<file path="src/verilog/bpu_pkg.sv">
// widths assume 32-bit byte addresses and a fetch group of four word-aligned instructions
`default_nettype none

package bpu_pkg;

  // byte and word addresses
  typedef logic [31:0] addr_t;
  typedef logic [29:0] word_addr_t;

  // 2-bit saturating taken counter, taken when >= 2
  typedef logic [1:0] counter_t;

  // kind of control transfer
  typedef logic [1:0] jump_type_t;

  // one bit per instruction of the fetch group
  typedef logic [3:0] slot_mask_t;

  localparam jump_type_t JUMP_BRANCH = 2'd0;
  localparam jump_type_t JUMP_CALL   = 2'd1;
  localparam jump_type_t JUMP_RETURN = 2'd2;
  localparam jump_type_t JUMP_DIRECT = 2'd3;

  // weakly taken on allocation
  localparam counter_t COUNTER_INIT = 2'd2;

endpackage

`default_nettype wire
</file>
<file path="src/verilog/mispredict_unit.sv">
// trusts the prediction fields carried by execute; exception gating is left to the caller
`timescale 1ns/1ps
`default_nettype none

module mispredict_unit (
  input  wire                      clk,
  input  wire                      reset,
  input  wire                      resolve_valid,
  input  wire bpu_pkg::addr_t      resolve_pc,
  input  wire                      resolve_taken,
  input  wire bpu_pkg::word_addr_t resolve_target,
  input  wire                      resolve_pred_taken,
  input  wire bpu_pkg::word_addr_t resolve_pred_target,
  output logic                     flush,
  output bpu_pkg::addr_t           flush_pc,
  output logic [15:0]              predict_count,
  output logic [15:0]              correct_count
);

  logic dir_wrong;
  logic target_wrong;

  assign dir_wrong = resolve_taken != resolve_pred_taken;
  assign target_wrong = resolve_taken && resolve_pred_taken &&
                        (resolve_target != resolve_pred_target);

  assign flush = resolve_valid && (dir_wrong || target_wrong);

  // restart at the real target, or fall through past the branch
  assign flush_pc = resolve_taken ? {resolve_target, 2'b00} : resolve_pc + 32'd4;

  always_ff @(posedge clk)
  begin
    if (reset)
    begin
      predict_count <= '0;
      correct_count <= '0;
    end
    else if (resolve_valid)
    begin
      predict_count <= predict_count + 16'd1;
      if (!flush)
      begin
        correct_count <= correct_count + 16'd1;
      end
    end
  end

endmodule

`default_nettype wire

</file>
<file path="config.mk">
export PLATFORM = sky130hd
export DESIGN_NAME = mispredict_unit
export DESIGN_NICKNAME = d
export VERILOG_FILES = /design/src/verilog/bpu_pkg.sv /design/src/verilog/mispredict_unit.sv
export SDC_FILE = /design/constraint.sdc
export NUM_CORES = 1
export LEC_CHECK = 0
export BUFFER_PORTS_ARGS = -buffer_cell sky130_fd_sc_hd__buf_2
export CORE_MARGIN = 2
export CORE_UTILIZATION = 39
export DETAILED_ROUTE_END_ITERATION = 8
export PLACE_DENSITY = 0.77
export SYNTH_ARGS = -nofsm -noshare
export SYNTH_HDL_FRONTEND = slang
export SYNTH_SLANG_ARGS = --single-unit
</file>
<file path="constraint.sdc">
create_clock -name clk -period 2.7 [get_ports clk]
set_input_delay 0.675 -clock clk [delete_from_list [all_inputs] [get_ports clk]]
set_output_delay 0.675 -clock clk [all_outputs]
set_load 0.02 [all_outputs]
</file>
# After elaboration in Yosys (flattened, before gate mapping)
# Cells that the tools add are included.
# op_classes
n_reduce_logical	5
n_addsub	3
n_mux	1
n_eq_ne	2
bitwise	1
# ops
operator	count
16-bit by 1-bit adder with 16-bit output, second input constant	2
32-bit by 3-bit adder with 32-bit output, second input constant	1
32-bit two-way mux	1
30-bit inequality test	1
1-bit logical AND	3
2-bit AND reduction	1
1-bit logical OR	1
1-bit inequality test	1
1-bit NOT	1
# totals
register_bits	32

# Longest topological paths before layout
# depth
word_depth	6
depth_mapped	7

# Worst setup path after synthesis
# Ideal clock, no wire load.
# synth_timing
kind	in2out
start	input resolve_pc[2]
end	output flush_pc[26]
t_required_ps	2025
t_arrival_ps	2407
slack_ps	-382
cell_stages	7
path_cell_list	ha_1 nand3_1 nor3_1 nand4_1 nor2_1 xnor2_1 o21ai_0
# synth_via
elab_chain_len	2
# synth_lines
element	line_no	rtl
start: declaration	mispredict_unit.sv:9	input wire bpu_pkg::addr_t resolve_pc,
32-bit by 3-bit adder with 32-bit output	mispredict_unit.sv:30	assign flush_pc = resolve_taken ? {resolve_target, 2'b00} : resolve_pc + 32'd4;
32-bit two-way mux	mispredict_unit.sv:30	
end: declaration	mispredict_unit.sv:15	output bpu_pkg::addr_t flush_pc,
# No other way between the ends.

# Final worst setup path
# layout_timing
start	input resolve_pc[5]
end	output flush_pc[17]
# Same word-level chain as after synthesis.

==> impl_metrics.ini <==
[setup_path]
critical_path_class = input pin to output pin
start_kind = input pin
critPathMaxFanout = 3
cp_top_family = simple AND/OR/NAND/NOR gates
endpoint_kind = output pin
cp_data_arrival_time_ps = 2100
cp_slowest_stage_delay_ps = 460
cp_slowest_cell = or3_4
worstPathRequired_ps = 2030
critPathBufInv = 2
path_cells = buf_2 > nand3_1 > or3_4 > nor3_4 > nand2_1 > xor2_1 > o21ai_1 > buf_4

[yosys]
netlist_instances = 357
syn_nets = 458
ys_types = 29
syn_area_um2 = 2618
yosysWarnings = 0
ys_seq_area_frac = 0.2447
synth-seq-cells = 32
synth-edff-count = 0
avgSynthCellArea_um2 = 7.332
ys.flop_type = dfxtp_1
async_flop_share = 0

[power]
peakVddDrop_v = 0.0001639
p_leak_uw = 0.001737
p_per_area_nw_per_um2 = 328.4

[floorplanning]
dieHeight_um = 85.93
ios = 162
dieArea_um2 = 7383
fp.dieW_um = 85.93
rows = 29
start_util = 0.4076
coreArea_um2 = 6422

[global_route]
grt_pass1_wl_mm = 13.97
antenna_found_initial = 0
grt_pass1_vias = 3106
grt_start_max_net_pins = 62
overflow = 0
track_usage = 0.2313

[layout]
instances_no_fill = 609
fin_nets = 632
most-common-layout-cells = 143 x buf_2, 51 x xor2_1, 48 x nand2_1
diodes = 0
fin_area_um2 = 3870
layout_commonest_cell = buf_2
area_growth_pct = 47.85
fillers = 598
drive_gt1_frac = 0.3910
final_util = 0.6026
multiInputGateArea_um2 = 1986
register_area_um2 = 640.6

[cts]
path_clk_slew_ps = 70
tritoncts = done
cts_made_buffers = 5
htree_levels = 2
holdBufCountCts = 0
clockBufferDepth = 2
clock_latency_ps = 280
cts_sinks = 32
clockRootBuffer = clkbuf_8

[route]
drcViolationCount = 0
vias = 3312
firstDrtPassIters = 4
drt_iter0_drc = 224
wire_per_inst_um = 14.90
via_per_inst = 5.438
antenna_left = 0
routed_wl_mm = 9.075

[timing]
max_freq_mhz = 360.2
worst_slew_pin_slew_ps = 566.3
rsz0062_at_grt = true
report.final.slew_viol_count = 0
finClkSkew_ps = 3.254
min_period_ps = 2776
holdWs_ps = 484.6
slew_headroom = 0.6225
final-hold-violation-count = 0
setup_viol = 5
fin_crit_sh = 1.028
setup_ws_ps = -76.20

[place]
placed_cell_area_um2 = 3626
port_buffers = 161
dp.cells = 600
dp_hpwl_mm = 7.004
gp_congestion = 0.8992

[outcome]
outcome = finished with violations
violations = setup timing

[flow_run]
maxCapViolations = 0

[hold_path]
hold_class = flop to flop
==> tightest hold or removal path, delay by kind of cell (launching register included) <==
kind	cells	cell delay (ps)
flip-flops	1	320
AO/OA/AOI/OAI	2	120
==> per-stage QoR <==
stage	power [uW]	setup WS (ps)	TNS [ps]
after floorplan	686.5	5.433	0
after global placement	866.4	-166.0	-844.1
after detailed placement	870.7	-178.7	-893.2
after CTS	1254	0.2021	0
after global routing	1334	-163.2	-1469
final	1271	-76.20	-105.3
==> cell usage after synthesis, drive strengths merged, types with 4 or more instances <==
cell / number / area, um^2
a21oi: 14 / 70.07
nor2: 30 / 112.6
nor3: 5 / 25.02
or3: 7 / 43.79
ha: 4 / 50.05
xor2: 51 / 446.7
or4: 9 / 67.56
nand3: 13 / 65.06
o31ai: 9 / 67.56
and4: 5 / 43.79
nand2: 48 / 180.2
nor4: 9 / 56.30
xnor2: 22 / 192.7
clkbuf: 14 / 52.55
and3: 10 / 62.56
dfxtp: 32 / 640.6
inv: 6 / 22.52
nand4: 22 / 137.6
o21ai: 34 / 170.2
==> routing by layer <==
| layer | GRT usage | vias to the layer above | wire length [um] |
|---|---|---|---|
| met5 | 0 | - | 0 |
| met3 | 0.04524 | 31 | 709 |
| met2 | 0.3862 | 167 | 4457 |
| li1 | - | 1619 | - |
| met1 | 0.2930 | 1495 | 3587 |
| met4 | 0.08802 | 0 | 321 |
==> worst paths after layout <==
| kind | cells after the start | startpoint | to | slack [ps] |
|---|---|---|---|---|
| max | 8 | resolve_pc[5] | flush_pc[17] | -80 |
| min | 2 | correct_count[15]$_SDFFE_PP0P_ | correct_count[15]$_SDFFE_PP0P_ | 480 |
| max reg2reg | 6 | correct_count[5]$_SDFFE_PP0P_ | correct_count[14]$_SDFFE_PP0P_ | 700 |
| min reg2reg | 2 | correct_count[15]$_SDFFE_PP0P_ | correct_count[15]$_SDFFE_PP0P_ | 480 |
==> repair_timing <==
| action | 4_1_cts | 5_1_grt |
|---|---|---|
| pin swaps | 11 | 15 |
| gates resized for setup | 11 | 27 |
| setup endpoints to repair | 14 | 20 |
| setup buffers | 0 | 1 |
==> where the power goes <==
group | switching, uW | total (uW) | internal [uW]
sequential | 5.99 | 483 | 477
combinational | 230 | 407 | 177
clock | 173 | 381 | 208
total | 409 | 1270 | 862
==> state kept, by name, summed over array words and instances, names as in the netlist <==
register / cells
correct_count: 16
predict_count: 16
==> kinds of logic after synthesis <==
family	share of synthesized area
buffers and inverters	0.03441
adders and majority gates	0.01912
muxes	0.008126
and+or+nand+nor	0.3136
xor gates and xnor gates	0.2443
DFF	0.2447
AOI/OAI and AO/OA	0.1358
==> area by class of cell <==
cell class                 count  share of cell area
timing repair buffer         183              0.2674
sequential                    32              0.1655
tap                           77             0.02489
clock buffer                   8             0.02328
multi-input combinational    303              0.5131
inverter                       6            0.005820
No activity file was read; power rests on OpenSTA's default activity.
