==> src/verilog/bpu_pkg.sv <==
// widths assume 32-bit byte addresses and a fetch group of four word-aligned instructions
`default_nettype none

package bpu_pkg;

  // byte and word addresses
  typedef logic [31:0] addr_t;
  typedef logic [29:0] word_addr_t;

  // 2-bit saturating taken counter, taken when >= 2
  typedef logic [1:0] counter_t;

  // kind of control transfer
  typedef logic [1:0] jump_type_t;

  // one bit per instruction of the fetch group
  typedef logic [3:0] slot_mask_t;

  localparam jump_type_t JUMP_BRANCH = 2'd0;
  localparam jump_type_t JUMP_CALL   = 2'd1;
  localparam jump_type_t JUMP_RETURN = 2'd2;
  localparam jump_type_t JUMP_DIRECT = 2'd3;

  // weakly taken on allocation
  localparam counter_t COUNTER_INIT = 2'd2;

endpackage

`default_nettype wire
==> src/verilog/fetch_predict.sv <==
// purely combinational; answers the pc of the same cycle, hits below pc[3:2] are ignored
`timescale 1ns/1ps
`default_nettype none

module fetch_predict (
  input  wire bpu_pkg::addr_t      pc,
  input  wire bpu_pkg::slot_mask_t slot_hit,
  input  wire bpu_pkg::slot_mask_t slot_return,
  input  wire bpu_pkg::word_addr_t target0,
  input  wire bpu_pkg::word_addr_t target1,
  input  wire bpu_pkg::word_addr_t target2,
  input  wire bpu_pkg::word_addr_t target3,
  input  wire bpu_pkg::word_addr_t top_addr,
  output bpu_pkg::addr_t           next_pc,
  output bpu_pkg::slot_mask_t      pc_valid,
  output bpu_pkg::slot_mask_t      pc_is_jump
);

  bpu_pkg::slot_mask_t group_mask;
  bpu_pkg::slot_mask_t live_hits;
  bpu_pkg::slot_mask_t jump_onehot;
  bpu_pkg::slot_mask_t thru_mask;
  logic                any_hit;
  logic                sel_return;
  bpu_pkg::word_addr_t sel_target;
  bpu_pkg::addr_t      seq_pc;

  // slots from the entry point upward
  assign group_mask = 4'b1111 << pc[3:2];
  assign live_hits = slot_hit & group_mask;
  assign any_hit = |live_hits;

  // lowest set bit wins
  assign jump_onehot = live_hits & (~live_hits + 4'd1);

  // slots 0 through the winner
  assign thru_mask = {jump_onehot[3], |jump_onehot[3:2], |jump_onehot[3:1], |jump_onehot};

  assign sel_target = ({30{jump_onehot[0]}} & target0) |
                      ({30{jump_onehot[1]}} & target1) |
                      ({30{jump_onehot[2]}} & target2) |
                      ({30{jump_onehot[3]}} & target3);
  assign sel_return = |(jump_onehot & slot_return);

  assign seq_pc = {pc[31:4] + 28'd1, 4'b0000};

  assign next_pc = !any_hit ? seq_pc : {(sel_return ? top_addr : sel_target), 2'b00};
  assign pc_valid = any_hit ? (group_mask & thru_mask) : group_mask;
  assign pc_is_jump = jump_onehot;

  // the taken slot must be one the fetch stage actually issues
  always_comb
  begin
    a_jump_onehot: assert final ($onehot0(pc_is_jump));
    a_jump_in_valid: assert final ((pc_is_jump & ~pc_valid) == 4'b0000);
  end

endmodule

`default_nettype wire

==> config.mk <==
export PLATFORM = sky130hd
export DESIGN_NAME = fetch_predict
export DESIGN_NICKNAME = d
export VERILOG_FILES = /design/src/verilog/bpu_pkg.sv /design/src/verilog/fetch_predict.sv
export SDC_FILE = /design/constraint.sdc
export NUM_CORES = 1
export LEC_CHECK = 0
export ABC_AREA = 1
export ABC_CLOCK_PERIOD_IN_PS = 1800
export BUFFER_PORTS_ARGS = -buffer_cell sky130_fd_sc_hd__buf_2
export CAP_MARGIN = 20
export CORE_AREA = 2 2 89 91
export DETAILED_ROUTE_END_ITERATION = 8
export DIE_AREA = 0 0 91 93
export PLACE_DENSITY = 0.82
export RECOVER_POWER = 100
export SYNTH_ARGS = -nofsm -noshare
export SYNTH_HDL_FRONTEND = slang
export SYNTH_SLANG_ARGS = --single-unit
==> constraint.sdc <==
create_clock -name vclk -period 1.8
set_clock_uncertainty 0.2 [all_clocks]
set_input_delay 0.27 -clock vclk [all_inputs]
set_output_delay 0.27 -clock vclk [all_outputs]
set_load 0.02 [all_outputs]
# ---- Word-level counts from Yosys, hierarchy flattened
# Cells that the tools add are included.
dict set report totals {
  ff_bits 0
  elab_cells 23
}
dict set report classes {
  add_sub_neg 2
  n_shift 1
  mux 3
  bitwise_logic 12
  reduce_logical 5
}
# op n
set ops {}
lappend ops {{AND 30 bit} 4}
lappend ops {{OR 30 bit} 3}
lappend ops {{two-way mux 32 bit} 1}
lappend ops {{two-way mux 30 bit} 1}
lappend ops {{adder 28 x 1 -> 28 bit, second input constant} 1}
lappend ops {{AND 4 bit} 4}
lappend ops {{OR reduction 4 bit} 3}
lappend ops {{adder 4 x 1 -> 4 bit, second input constant} 1}
lappend ops {{two-way mux 4 bit} 1}
lappend ops {{inverter 4 bit} 1}
lappend ops {{left shift 4 x 2 -> 4 bit, first input constant} 1}
lappend ops {{OR reduction 3 bit} 1}
lappend ops {{OR reduction 2 bit} 1}

# ---- Depth between registers and ports, before layout
dict set report depth {
  ltp_word 11
  ltp_mapped 11
  ltp_nobuf 10
}

# ---- Worst setup path before layout
# Ideal clock, no wire load.
dict set report synth_timing {
  path_kind {input to output}
  start {input pc[2]}
  end {output next_pc[11]}
  t_arrival_ps 1465
  path_slack_ps -135
  stages 10
  path_buffers 2
  path_cell_list {nor2_2 nand2_2 buf_4 buf_2 nand3_1 nand2_1 a21oi_1 nand2_1 nand2_1 nand3_1}
}
dict set report synth_between {
  elab_chain_len 11
}
# item line_no
set synth_lines {}
lappend synth_lines {{start: declaration} fetch_predict.sv:6} ;# input wire bpu_pkg::addr_t pc,
lappend synth_lines {{left shift 4 x 2 -> 4 bit (*)} fetch_predict.sv:29} ;# assign group_mask = 4'b1111 << pc[3:2];
lappend synth_lines {{AND 4 bit (*)} fetch_predict.sv:30} ;# assign live_hits = slot_hit & group_mask;
lappend synth_lines {{inverter 4 bit} fetch_predict.sv:34} ;# assign jump_onehot = live_hits & (~live_hits + 4'd1);
lappend synth_lines {{adder 4 x 1 -> 4 bit} fetch_predict.sv:34}
lappend synth_lines {{AND 4 bit} fetch_predict.sv:34}
lappend synth_lines {{AND 30 bit (on tied branches)} {fetch_predict.sv:39, fetch_predict.sv:40}}
lappend synth_lines {{OR 30 bit} fetch_predict.sv:39} ;# assign sel_target = ({30{jump_onehot[0]}} & target0) |
lappend synth_lines {{OR 30 bit} fetch_predict.sv:40} ;# ({30{jump_onehot[1]}} & target1) |
lappend synth_lines {{OR 30 bit} fetch_predict.sv:41} ;# ({30{jump_onehot[2]}} & target2) |
lappend synth_lines {{two-way mux 30 bit} fetch_predict.sv:47} ;# assign next_pc = !any_hit ? seq_pc : {(sel_return ? top_addr : sel_target), 2'b00};
lappend synth_lines {{two-way mux 32 bit (*)} fetch_predict.sv:47}
lappend synth_lines {{end: declaration} fetch_predict.sv:14} ;# output bpu_pkg::addr_t next_pc,
# Every way passes the cells marked *; elsewhere a longest branch is shown, timed or not.

# ---- Worst setup path after layout
dict set report layout_timing {
  start {input pc[3]}
  end {output next_pc[9]}
}
# The elaborated chain is that of the path after synthesis.

==> out/qor.yml <==
synth_top_area_share_pct: 41.30
cp.arrival_ns: 1.66
drt_iter0_markers: 322
syn_area_um2: 2409
gp_congestion: 0.9281
ant_nets: 0
fin_crit_ns: 2.126
avgRoutedWirePerCell_um: 15.10
ctsHoldBuffers: 0
path_max_fanout: 11
rsz0062_at_grt: "yes"
drive_gt1_share_pct: 50.61
grt_pass1_vias: 4668
instances_no_fill: 926
wl_um: 13980
num_vias: 4739
dp_hpwl_um: 9796
drcViolationCount: 0
synthSimpleGateAreaFrac_pct: 79.95
synthTopCellsByCount: "265 x nand2_1, 112 x nand3_1, 48 x nor2_1"
critical_path_class: "in2out"
hold_viol_final: 0
timing.final.ws_setup_ns: -0.3260
vdd.ir_drop.worst_uv: 237.8
clock_buffers: 0
globalRouteTotalUtil_pct: 30.57
vias_per_cell: 5.118
fin_crit_sh_pct: 118.1
crit_required_ns: 1.33
synth_area_leader_cell: "nand2_1"
start_kind: "primary input"
placed_cells: 908
drt_first_pass_iters: 5
dieArea_um2: 8463
setup_violations: 30
synthMuxAreaShare_pct: 0
drv_cap: 0
ys_seq_area_share_pct: 0
core_area_um2: 7527
synth.most_common_cell: "nand2_1"
overflow: 0
final_nets: 1017
grt_max_degree: 23
grt_pass1_wl_um: 21390
fp-row-count: 32
leakage_uw: 0.002782
seq_cells: 0
yosys-top-cells-area: "nand2_1 41%, nand3_1 23%, nor2_1 7.5%, inv_1 4.8%, a21oi_1 3.9%"
synth_warnings: 0
ys_types: 23
die_w_um: 91
io_pins: 230
die_y_um: 93
maxSlewViolCount: 0
synth_top_family_by_area: "simple AND/OR/NAND/NOR gates"
powerDensity_nw_per_um2: 329.9
timing.fmax_mhz: 470.4
regArea_um2: 0
diodes: 0
synth-compound-area-share_pct: 5.195
port_buffers: 226
area_growth_pct: 103.8
min_path_type: "in2out"
synth.avg_cell_area_um2: 4.419
fin_setup_tns_ns: -7.539
cp-end-kind: "primary output"
synth_xor_area_share_pct: 2.182
antenna_found_initial: 0
start_util_pct: 32.00
synthCells: 545
synth_fa_ha_area_share_pct: 0.5195
pre_cts_slack_ns: -0.3444
violations: "negative setup slack"
status: "complete, but fails checks"
routing by layer:
layer / track usage (%) / wire [um] / vias up
li1: - / - / 2300
met1: 33.28 / 5166 / 2101
met2: 59.75 / 7150 / 280
met3: 3.787 / 1096 / 58
met4: 11.87 / 565 / 0
met5: 0 / 0 / -
cell usage in the layout, fill, tap and decap left out, types with 7 or more instances in the layout:
cell type	n
nor2_4	7
buf_4	60
nand3b_1	10
nor2_1	36
a21oi_1	15
nor2_2	10
inv_1	26
nand2_1	224
nand3_1	77
buf_6	43
nand3_2	34
buf_2	189
nand2_2	40
cell type report:
class	instances	area [um^2]
tap	102	127.6
fill	697	2619
multi-input combinational	485	2531
inverter	33	131.4
timing repair buffer	306	2118
where the power goes:
| group | switching, uW | total, uW | internal (uW) |
|---|---|---|---|
| clock | 0 | 0 | 0 |
| combinational | 853 | 1620 | 767 |
| sequential | 0 | 0 | 0 |
| total | 853 | 1620 | 767 |
worst max-delay path: stages:
cell	delay [ns]
buf_8	0.11
nand2_1	0.12
nand2_2	0.10
inv_1	0.08
nand4_1	0.15
nand2_2	0.15
nor2_4	0.06
buf_6	0.12
buf_12	0.14
nand2_1	0.10
nand3_1	0.09
buf_4	0.17
kinds of logic after synthesis:
family          Yosys count
simple gates            452
buf+inv                  61
compound gates           24
xor+xnor                  6
fa+ha+maj                 1
other cells               1
metrics by stage:
step | power, uW | area, um^2 | util [%] | hold slack, ns
after floorplan | 629.7 | 2470 | - | 0.3715
after global placement | 1162 | 4069 | 54.06 | 0.6726
after detailed placement | 1176 | 4069 | 54.06 | 0.6747
after CTS | 1480 | 4682 | 62.20 | 0.6334
after global routing | 1733 | 4908 | 65.21 | 0.6453
final | 1619 | 4908 | 65.21 | 0.6346
repair_timing:
item                                    in CTS  in global routing
endpoints found under the hold margin        0                  0
setup buffers                               13                  1
gates resized for setup                    134                 67
cloned                                       4                  0
endpoints found under the setup margin      30                 32
pin swaps                                   18                 11
worst paths after layout:
check                   start    endpoint  depth (start not counted)
setup / recovery        pc[3]  next_pc[9]                         12
hold / removal    top_addr[1]  next_pc[3]                          4
Power figures use the tool's default switching activity.
