File: config.mk
export PLATFORM = sky130hd
export DESIGN_NAME = return_stack
export DESIGN_NICKNAME = d
export VERILOG_FILES = /design/src/verilog/bpu_pkg.sv /design/src/verilog/return_stack.sv
export SDC_FILE = /design/constraint.sdc
export NUM_CORES = 1
export LEC_CHECK = 0
export BUFFER_PORTS_ARGS = -buffer_cell sky130_fd_sc_hd__buf_2
export CAP_MARGIN = 20
export CORE_MARGIN = 2
export CORE_UTILIZATION = 60
export DETAILED_ROUTE_END_ITERATION = 16
export MAX_ROUTING_LAYER = met4
export PLACE_DENSITY_LB_ADDON = 0.25
export SLEW_MARGIN = 5
export SYNTH_ARGS = -nofsm -noshare
export SYNTH_HDL_FRONTEND = slang
export SYNTH_SLANG_ARGS = --single-unit
File: constraint.sdc
create_clock -name clk -period 6.4 [get_ports clk]
set_input_delay 0.64 -clock clk [delete_from_list [all_inputs] [get_ports clk]]
set_output_delay 0.64 -clock clk [all_outputs]
set_load 0.01 [all_outputs]
File: src/verilog/bpu_pkg.sv
// widths assume 32-bit byte addresses and a fetch group of four word-aligned instructions
`default_nettype none

package bpu_pkg;

  // byte and word addresses
  typedef logic [31:0] addr_t;
  typedef logic [29:0] word_addr_t;

  // 2-bit saturating taken counter, taken when >= 2
  typedef logic [1:0] counter_t;

  // kind of control transfer
  typedef logic [1:0] jump_type_t;

  // one bit per instruction of the fetch group
  typedef logic [3:0] slot_mask_t;

  localparam jump_type_t JUMP_BRANCH = 2'd0;
  localparam jump_type_t JUMP_CALL   = 2'd1;
  localparam jump_type_t JUMP_RETURN = 2'd2;
  localparam jump_type_t JUMP_DIRECT = 2'd3;

  // weakly taken on allocation
  localparam counter_t COUNTER_INIT = 2'd2;

endpackage

`default_nettype wire
File: src/verilog/return_stack.sv
// circular, so deep call chains overwrite the oldest entry; not repaired after a flush
`timescale 1ns/1ps
`default_nettype none

module return_stack #(
  parameter int RAS_DEPTH_BITS = 3
) (
  input  wire                      clk,
  input  wire                      reset,
  input  wire                      resolve_valid,
  input  wire bpu_pkg::addr_t      resolve_pc,
  input  wire                      resolve_taken,
  input  wire bpu_pkg::jump_type_t resolve_type,
  output bpu_pkg::word_addr_t      top_addr
);

  localparam int RAS_DEPTH = 1 << RAS_DEPTH_BITS;

  bpu_pkg::word_addr_t       ras_mem [RAS_DEPTH];
  logic [RAS_DEPTH_BITS-1:0] ptr;
  logic [RAS_DEPTH_BITS-1:0] top_ptr;
  logic                      push;
  logic                      pop;

  assign push = resolve_valid && resolve_taken && (resolve_type == bpu_pkg::JUMP_CALL);
  assign pop = resolve_valid && resolve_taken && (resolve_type == bpu_pkg::JUMP_RETURN);

  // entry just below the pointer, wraps at zero
  assign top_ptr = ptr - 1'b1;
  assign top_addr = ras_mem[top_ptr];

  always_ff @(posedge clk)
  begin
    if (reset)
    begin
      ptr <= '0;
    end
    else if (push)
    begin
      // return lands on the word after the call
      ras_mem[ptr] <= resolve_pc[31:2] + 30'd1;
      ptr <= ptr + 1'b1;
    end
    else if (pop)
    begin
      ptr <= ptr - 1'b1;
    end
  end

  a_ptr_moves_on_call_return: assert property (
    @(posedge clk) disable iff (reset) !(push || pop) |=> (ptr == $past(ptr))
  );

endmodule

`default_nettype wire

# After elaboration in Yosys (flattened, before gate mapping)
# Memories as Yosys holds them, arrays and structs flattened.
# Cells that the tools add are included.
# classes
n_addsub	3
n_mul	0
div_mod_pow	0
magnitude_cmp	0
n_eq_ne	2
shifts	0
n_mux	5
n_bitwise	0
n_reduce_logical	4
# op_table
op	count
30-bit by 1-bit adder with 30-bit output, second input constant	1
3-bit 2-to-1 mux	2
3-bit by 1-bit adder with 3-bit output, second input constant	1
1-bit logical AND	3
1-bit 2-to-1 mux	3
3-bit by 1-bit subtractor with 3-bit output, second input constant	1
2-bit by 1-bit equality test with 1-bit output, second input constant	1
2-bit equality test, second input constant	1
2-bit nonzero test	1
# totals
reg_bits	3
latchBits	0
ramBits	240
rom_bits	0
inputBits	38
out_inout_bits	30
elab_cells	16
mem_count	1
# mem_list
name	depth	word_bits	read_ports	rd_clocked_by_memory_dff	write_ports	line_no	rtl
ras_mem	8	30	1	0	1	return_stack.sv:19	bpu_pkg::word_addr_t ras_mem [RAS_DEPTH];

# Longest topological paths before layout
# logic_depth
word_depth	5
mapped_depth	8
mapped_depth_nobuf	6

# Worst setup path before layout
# OpenSTA, ideal clock, no wires.
# synth_timing
kind	input to register
from	in resolve_type[1]
to	mem ras_mem[0][0] (netlist bit), enable pin
arrival_ps	3397
required_time_ps	5939
path_slack_ps	2542
stages	3
n_path_buf	0
cell_sequence	nand2b_1 > nor4_1 > nor3b_1
# synth_between
elab_chain_cells	5
# synth_lines
item	line_no	rtl
start: declaration	return_stack.sv:13	input wire bpu_pkg::jump_type_t resolve_type,
2-bit by 1-bit equality test with 1-bit output	return_stack.sv:25	assign push = resolve_valid && resolve_taken && (resolve_type == bpu_pkg::JUMP_CALL);
1-bit logical AND	return_stack.sv:25	
1-bit 2-to-1 mux	return_stack.sv:38	else if (push)
1-bit 2-to-1 mux	return_stack.sv:34	if (reset)
1-bit 2-to-1 mux (not written as such)	return_stack.sv:41	ras_mem[ptr] <= resolve_pc[31:2] + 30'd1;
end: declaration	return_stack.sv:19	
# Every way passes these cells.

# Worst setup path in the final report
# layout_timing
from	reg ptr[1]
to	out top_addr[10]
# layout_between
elab_chain_cells	2
# layout_lines
item	line_no	rtl
start: declaration	return_stack.sv:20	logic [RAS_DEPTH_BITS-1:0] ptr;
start signal: assignment	return_stack.sv:42	ptr <= ptr + 1'b1;
start signal: assignment	return_stack.sv:46	ptr <= ptr - 1'b1;
3-bit by 1-bit subtractor with 3-bit output	return_stack.sv:29	assign top_ptr = ptr - 1'b1;
memory 8 x 30 bit	n/a	
end: declaration	return_stack.sv:14	output bpu_pkg::word_addr_t top_addr
# Every way passes these cells.

==> key figures <==
Outcome
  • Status: finished, final reports clean

Worst setup path
  • CP max FO: 39
  • CP max stage delay: roughly 0.96 ns
  • Critical path's slowest cell: ha_2
  • Crit start category: register
  • CP cell instances: inv_1 > ha_2 > buf_4 > mux4_1 > mux2_2 > buf_2
  • Req. time, crit path: around 5.8 ns
  • Crit Path Class: reg2out
  • CP endpoint kind: output pin
  • Critical Path AT: 3.51 ns

Drt
  • DRC viols: 0
  • Routed Antenna Nets: 0
  • Vias per std cell: around 6.2
  • Drt first pass iters: 4
  • Final wirelength: 18900 um
  • DR vias: 4803
  • Starting DRT DRC Count: 303
  • WL per Instance: about 24 um

Synthesis
  • Yosys reg bits: 243
  • Simple-Gate Fraction of Synth Area: slightly above 4%
  • Cells after synthesis: roughly 460
  • Cell taking the most area after synthesis: edfxtp_1
  • Post-synth cell types: 35
  • Synth Area in Adders: less than 1%
  • Average cell area after synthesis: 21.8 um^2
  • Largest family of logic cells by synthesized area: multiplexers
  • Synth Area in XOR/XNOR: roughly 2.7%
  • Synth Area in Compound Gates: 0.396%
  • Cell Area, Synth: between 10000 and 15000 um^2
  • Synth top cells by count: 240 x edfxtp_1, 60 x mux4_1, 30 x mux2_2, 23 x xnor2_1, 13 x nand4_1
  • Post-synth EDFFs: 240
  • Synth top area share: a little under three quarters
  • Post-synthesis sequential area ratio: approximately 72%
  • Ys flop type: edfxtp_1
  • Yosys warning count: 0
  • Most common cell in the netlist: edfxtp_1
  • Syn nets: between 500 and 600
  • Synth async-reset ratio: 0%
  • Dominant cells by area after synthesis: edfxtp_1 71%, mux4_1 16%, mux2_2 3.3%, xnor2_1 2.0%, nand4_1 0.80%
  • Mux cell area share after synthesis: a little under a fifth

GRT
  • Remaining global-route overflow: 0
  • Largest net degree at the start of global routing: 64
  • Initial antenna violation count: 0
  • Global-route wire length before repair: 28700 um
  • Total track usage: 22.5%
  • Vias in the first global route: around 5100

Floorplanning
  • Rows: 47
  • Initial Util: between 60% and 70%
  • I/O Pins: 68
  • Die area: 17900 um^2
  • Width of the die: around 130 um
  • Die height: between 100 and 150 um
  • Total core area: roughly 17000 um^2

Min path
  • Worst hold path class: in2reg

Cells and area
  • Final instance count without filler cells: between 700 and 800
  • Area Growth Syn to Fin: 13.2%
  • Layout cells sized above 1: 26.6%
  • Diodes inserted: 0
  • Fin nets: 586
  • Filler Cells Inserted: slightly below 1000

Clocking
  • Resize count post-CTS: 0
  • Hold_buf cts: 0
  • Clock Pin Slew Worst Setup and Hold Paths: ~0.060 ns
  • CTS tree: yes
  • Total CTS buffers: 24
  • CTS Root Cell: clkbuf_16
  • # H-tree levels: 1
  • Clock latency on the worst-skew pair: roughly 0.50 ns
  • Setup repair bufs after CTS: 0
  • CTS sink cnt: 243
  • Maximum buffer depth of the clock tree: 3

Power
  • Peak VDD IR: around 0.00022 V
  • PD cells: 298 nW/um^2
  • Static leakage: approximately 3.8 nW

Timing
  • RSZ-0062 raised after global routing: false
  • Slew headroom: between 30% and 40%
  • Hold slack: around 0.35 ns
  • Max Fclk: between 200 and 250 MHz
  • Setup-failing EPs final: 0
  • Max Clock Skew: 0.00633 ns
  • Setup TNS: 0 ns
  • Final period demand of the worst path: just over 4 ns
  • Fin crit share: roughly 65%
  • Final Hold Viols: 0
  • Worst-Margin Slew: about 1.0 ns
  • Max-slew violation count: 0

Run
  • Max_cap viols: 0

Placement
  • GPL Wtd Cong: ~0.76
  • Placed insts: between 700 and 800
  • DP Wirelength: ~10000 um
  • IO buf count: between 60 and 70
## final timing paths
| kind | from | to | slack [ns] | depth (start not counted) |
|---|---|---|---|---|
| setup / recovery | ptr[1]$_SDFFE_PP0P_ | top_addr[10] | 2.25 | 6 |
| hold / removal | reset | ptr[2]$_SDFFE_PP0P_ | 0.35 | 2 |
| setup reg to reg | ptr[0]$_SDFFE_PP0P_ | ras_mem[0][12]$_DFFE_PP_ | 3.86 | 4 |
| hold reg to reg | ptr[1]$_SDFFE_PP0P_ | ptr[1]$_SDFFE_PP0P_ | 0.79 | 2 |
## layout by cell type (no fill, tap or decap), types with 2 or more instances in the layout
cell type,instances
a21oi_1,3
buf_2,65
ha_1,2
clkbuf_1,6
buf_4,12
dfxtp_1,2
and2_1,2
nand3b_1,2
edfxtp_1,240
nand3_1,8
clkbuf_16,25
mux4_1,60
nand2_1,9
nor3_1,2
nor3_2,2
nand4_1,13
and3_1,7
bufinv_16,2
nor3b_2,2
inv_1,2
xor2_1,7
and4_1,4
nor2_1,5
nand2b_1,2
clkinv_1,8
xnor2_1,23
mux2_2,30
## worst max-delay path: cells and delay by family (launching register included)
family | cells | cell delay [ns]
mux | 2 | 0.65
buf+inv | 3 | 0.80
fa+ha+maj | 1 | 0.96
flops | 1 | 0.57
## through the flow
stage	setup slack (ns)	cell area, um^2	utilization (%)	total power [mW]
after floorplan	2.54	10100	-	2.01
after global placement	2.85	10700	64.7	2.11
after detailed placement	2.76	10700	64.7	2.12
after CTS	2.21	11400	69.2	3.43
after global routing	2.04	11400	69.2	3.52
final	2.25	11400	69.2	3.41
## registers in the layout (all words and copies together), names as in the netlist
signal   count
ras_mem    240
ptr          3
## cell families (layout without fill, tap and decap cells)
| kind of cell | after synthesis | after routing |
|---|---|---|
| multiplexers | 90 | 90 |
| flip-flops | 243 | 243 |
| adder cells (fa/ha/maj) | 3 | 3 |
| AND/OR/NAND/NOR | 66 | 66 |
| AO/OA/AOI/OAI | 6 | 6 |
| buffers and inverters | 25 | 121 |
| XOR/XNOR | 31 | 31 |
## layer usage
metal	vias up	global-route usage (%)	wire, um	part of all wire [%]
met3	31	3.23	1030	5.4
li1	2143	-	-	-
met5	-	-	0	0
met1	2480	29.1	7820	41
met4	0	6.44	317	1.7
met2	149	37.9	9700	51
## final cells by class
class / count / area, um^2 / share of cell area [%]
sequential: 243 / 7270 / 63.6
multi-input combinational: 196 / 2720 / 23.8
clock buffer: 31 / 648 / 5.67
timing repair buffer: 77 / 415 / 3.63
tap: 220 / 275 / 2.41
clock inverter: 10 / 90.1 / 0.788
inverter: 3 / 11.3 / 0.0985
## where the power goes
part	internal [mW]	switching (mW)	leakage, nW
clock network	0.787	0.538	0.356
registers	1.76	0.00492	2.18
logic	0.152	0.170	1.25
(Power assumes the default switching activity.)
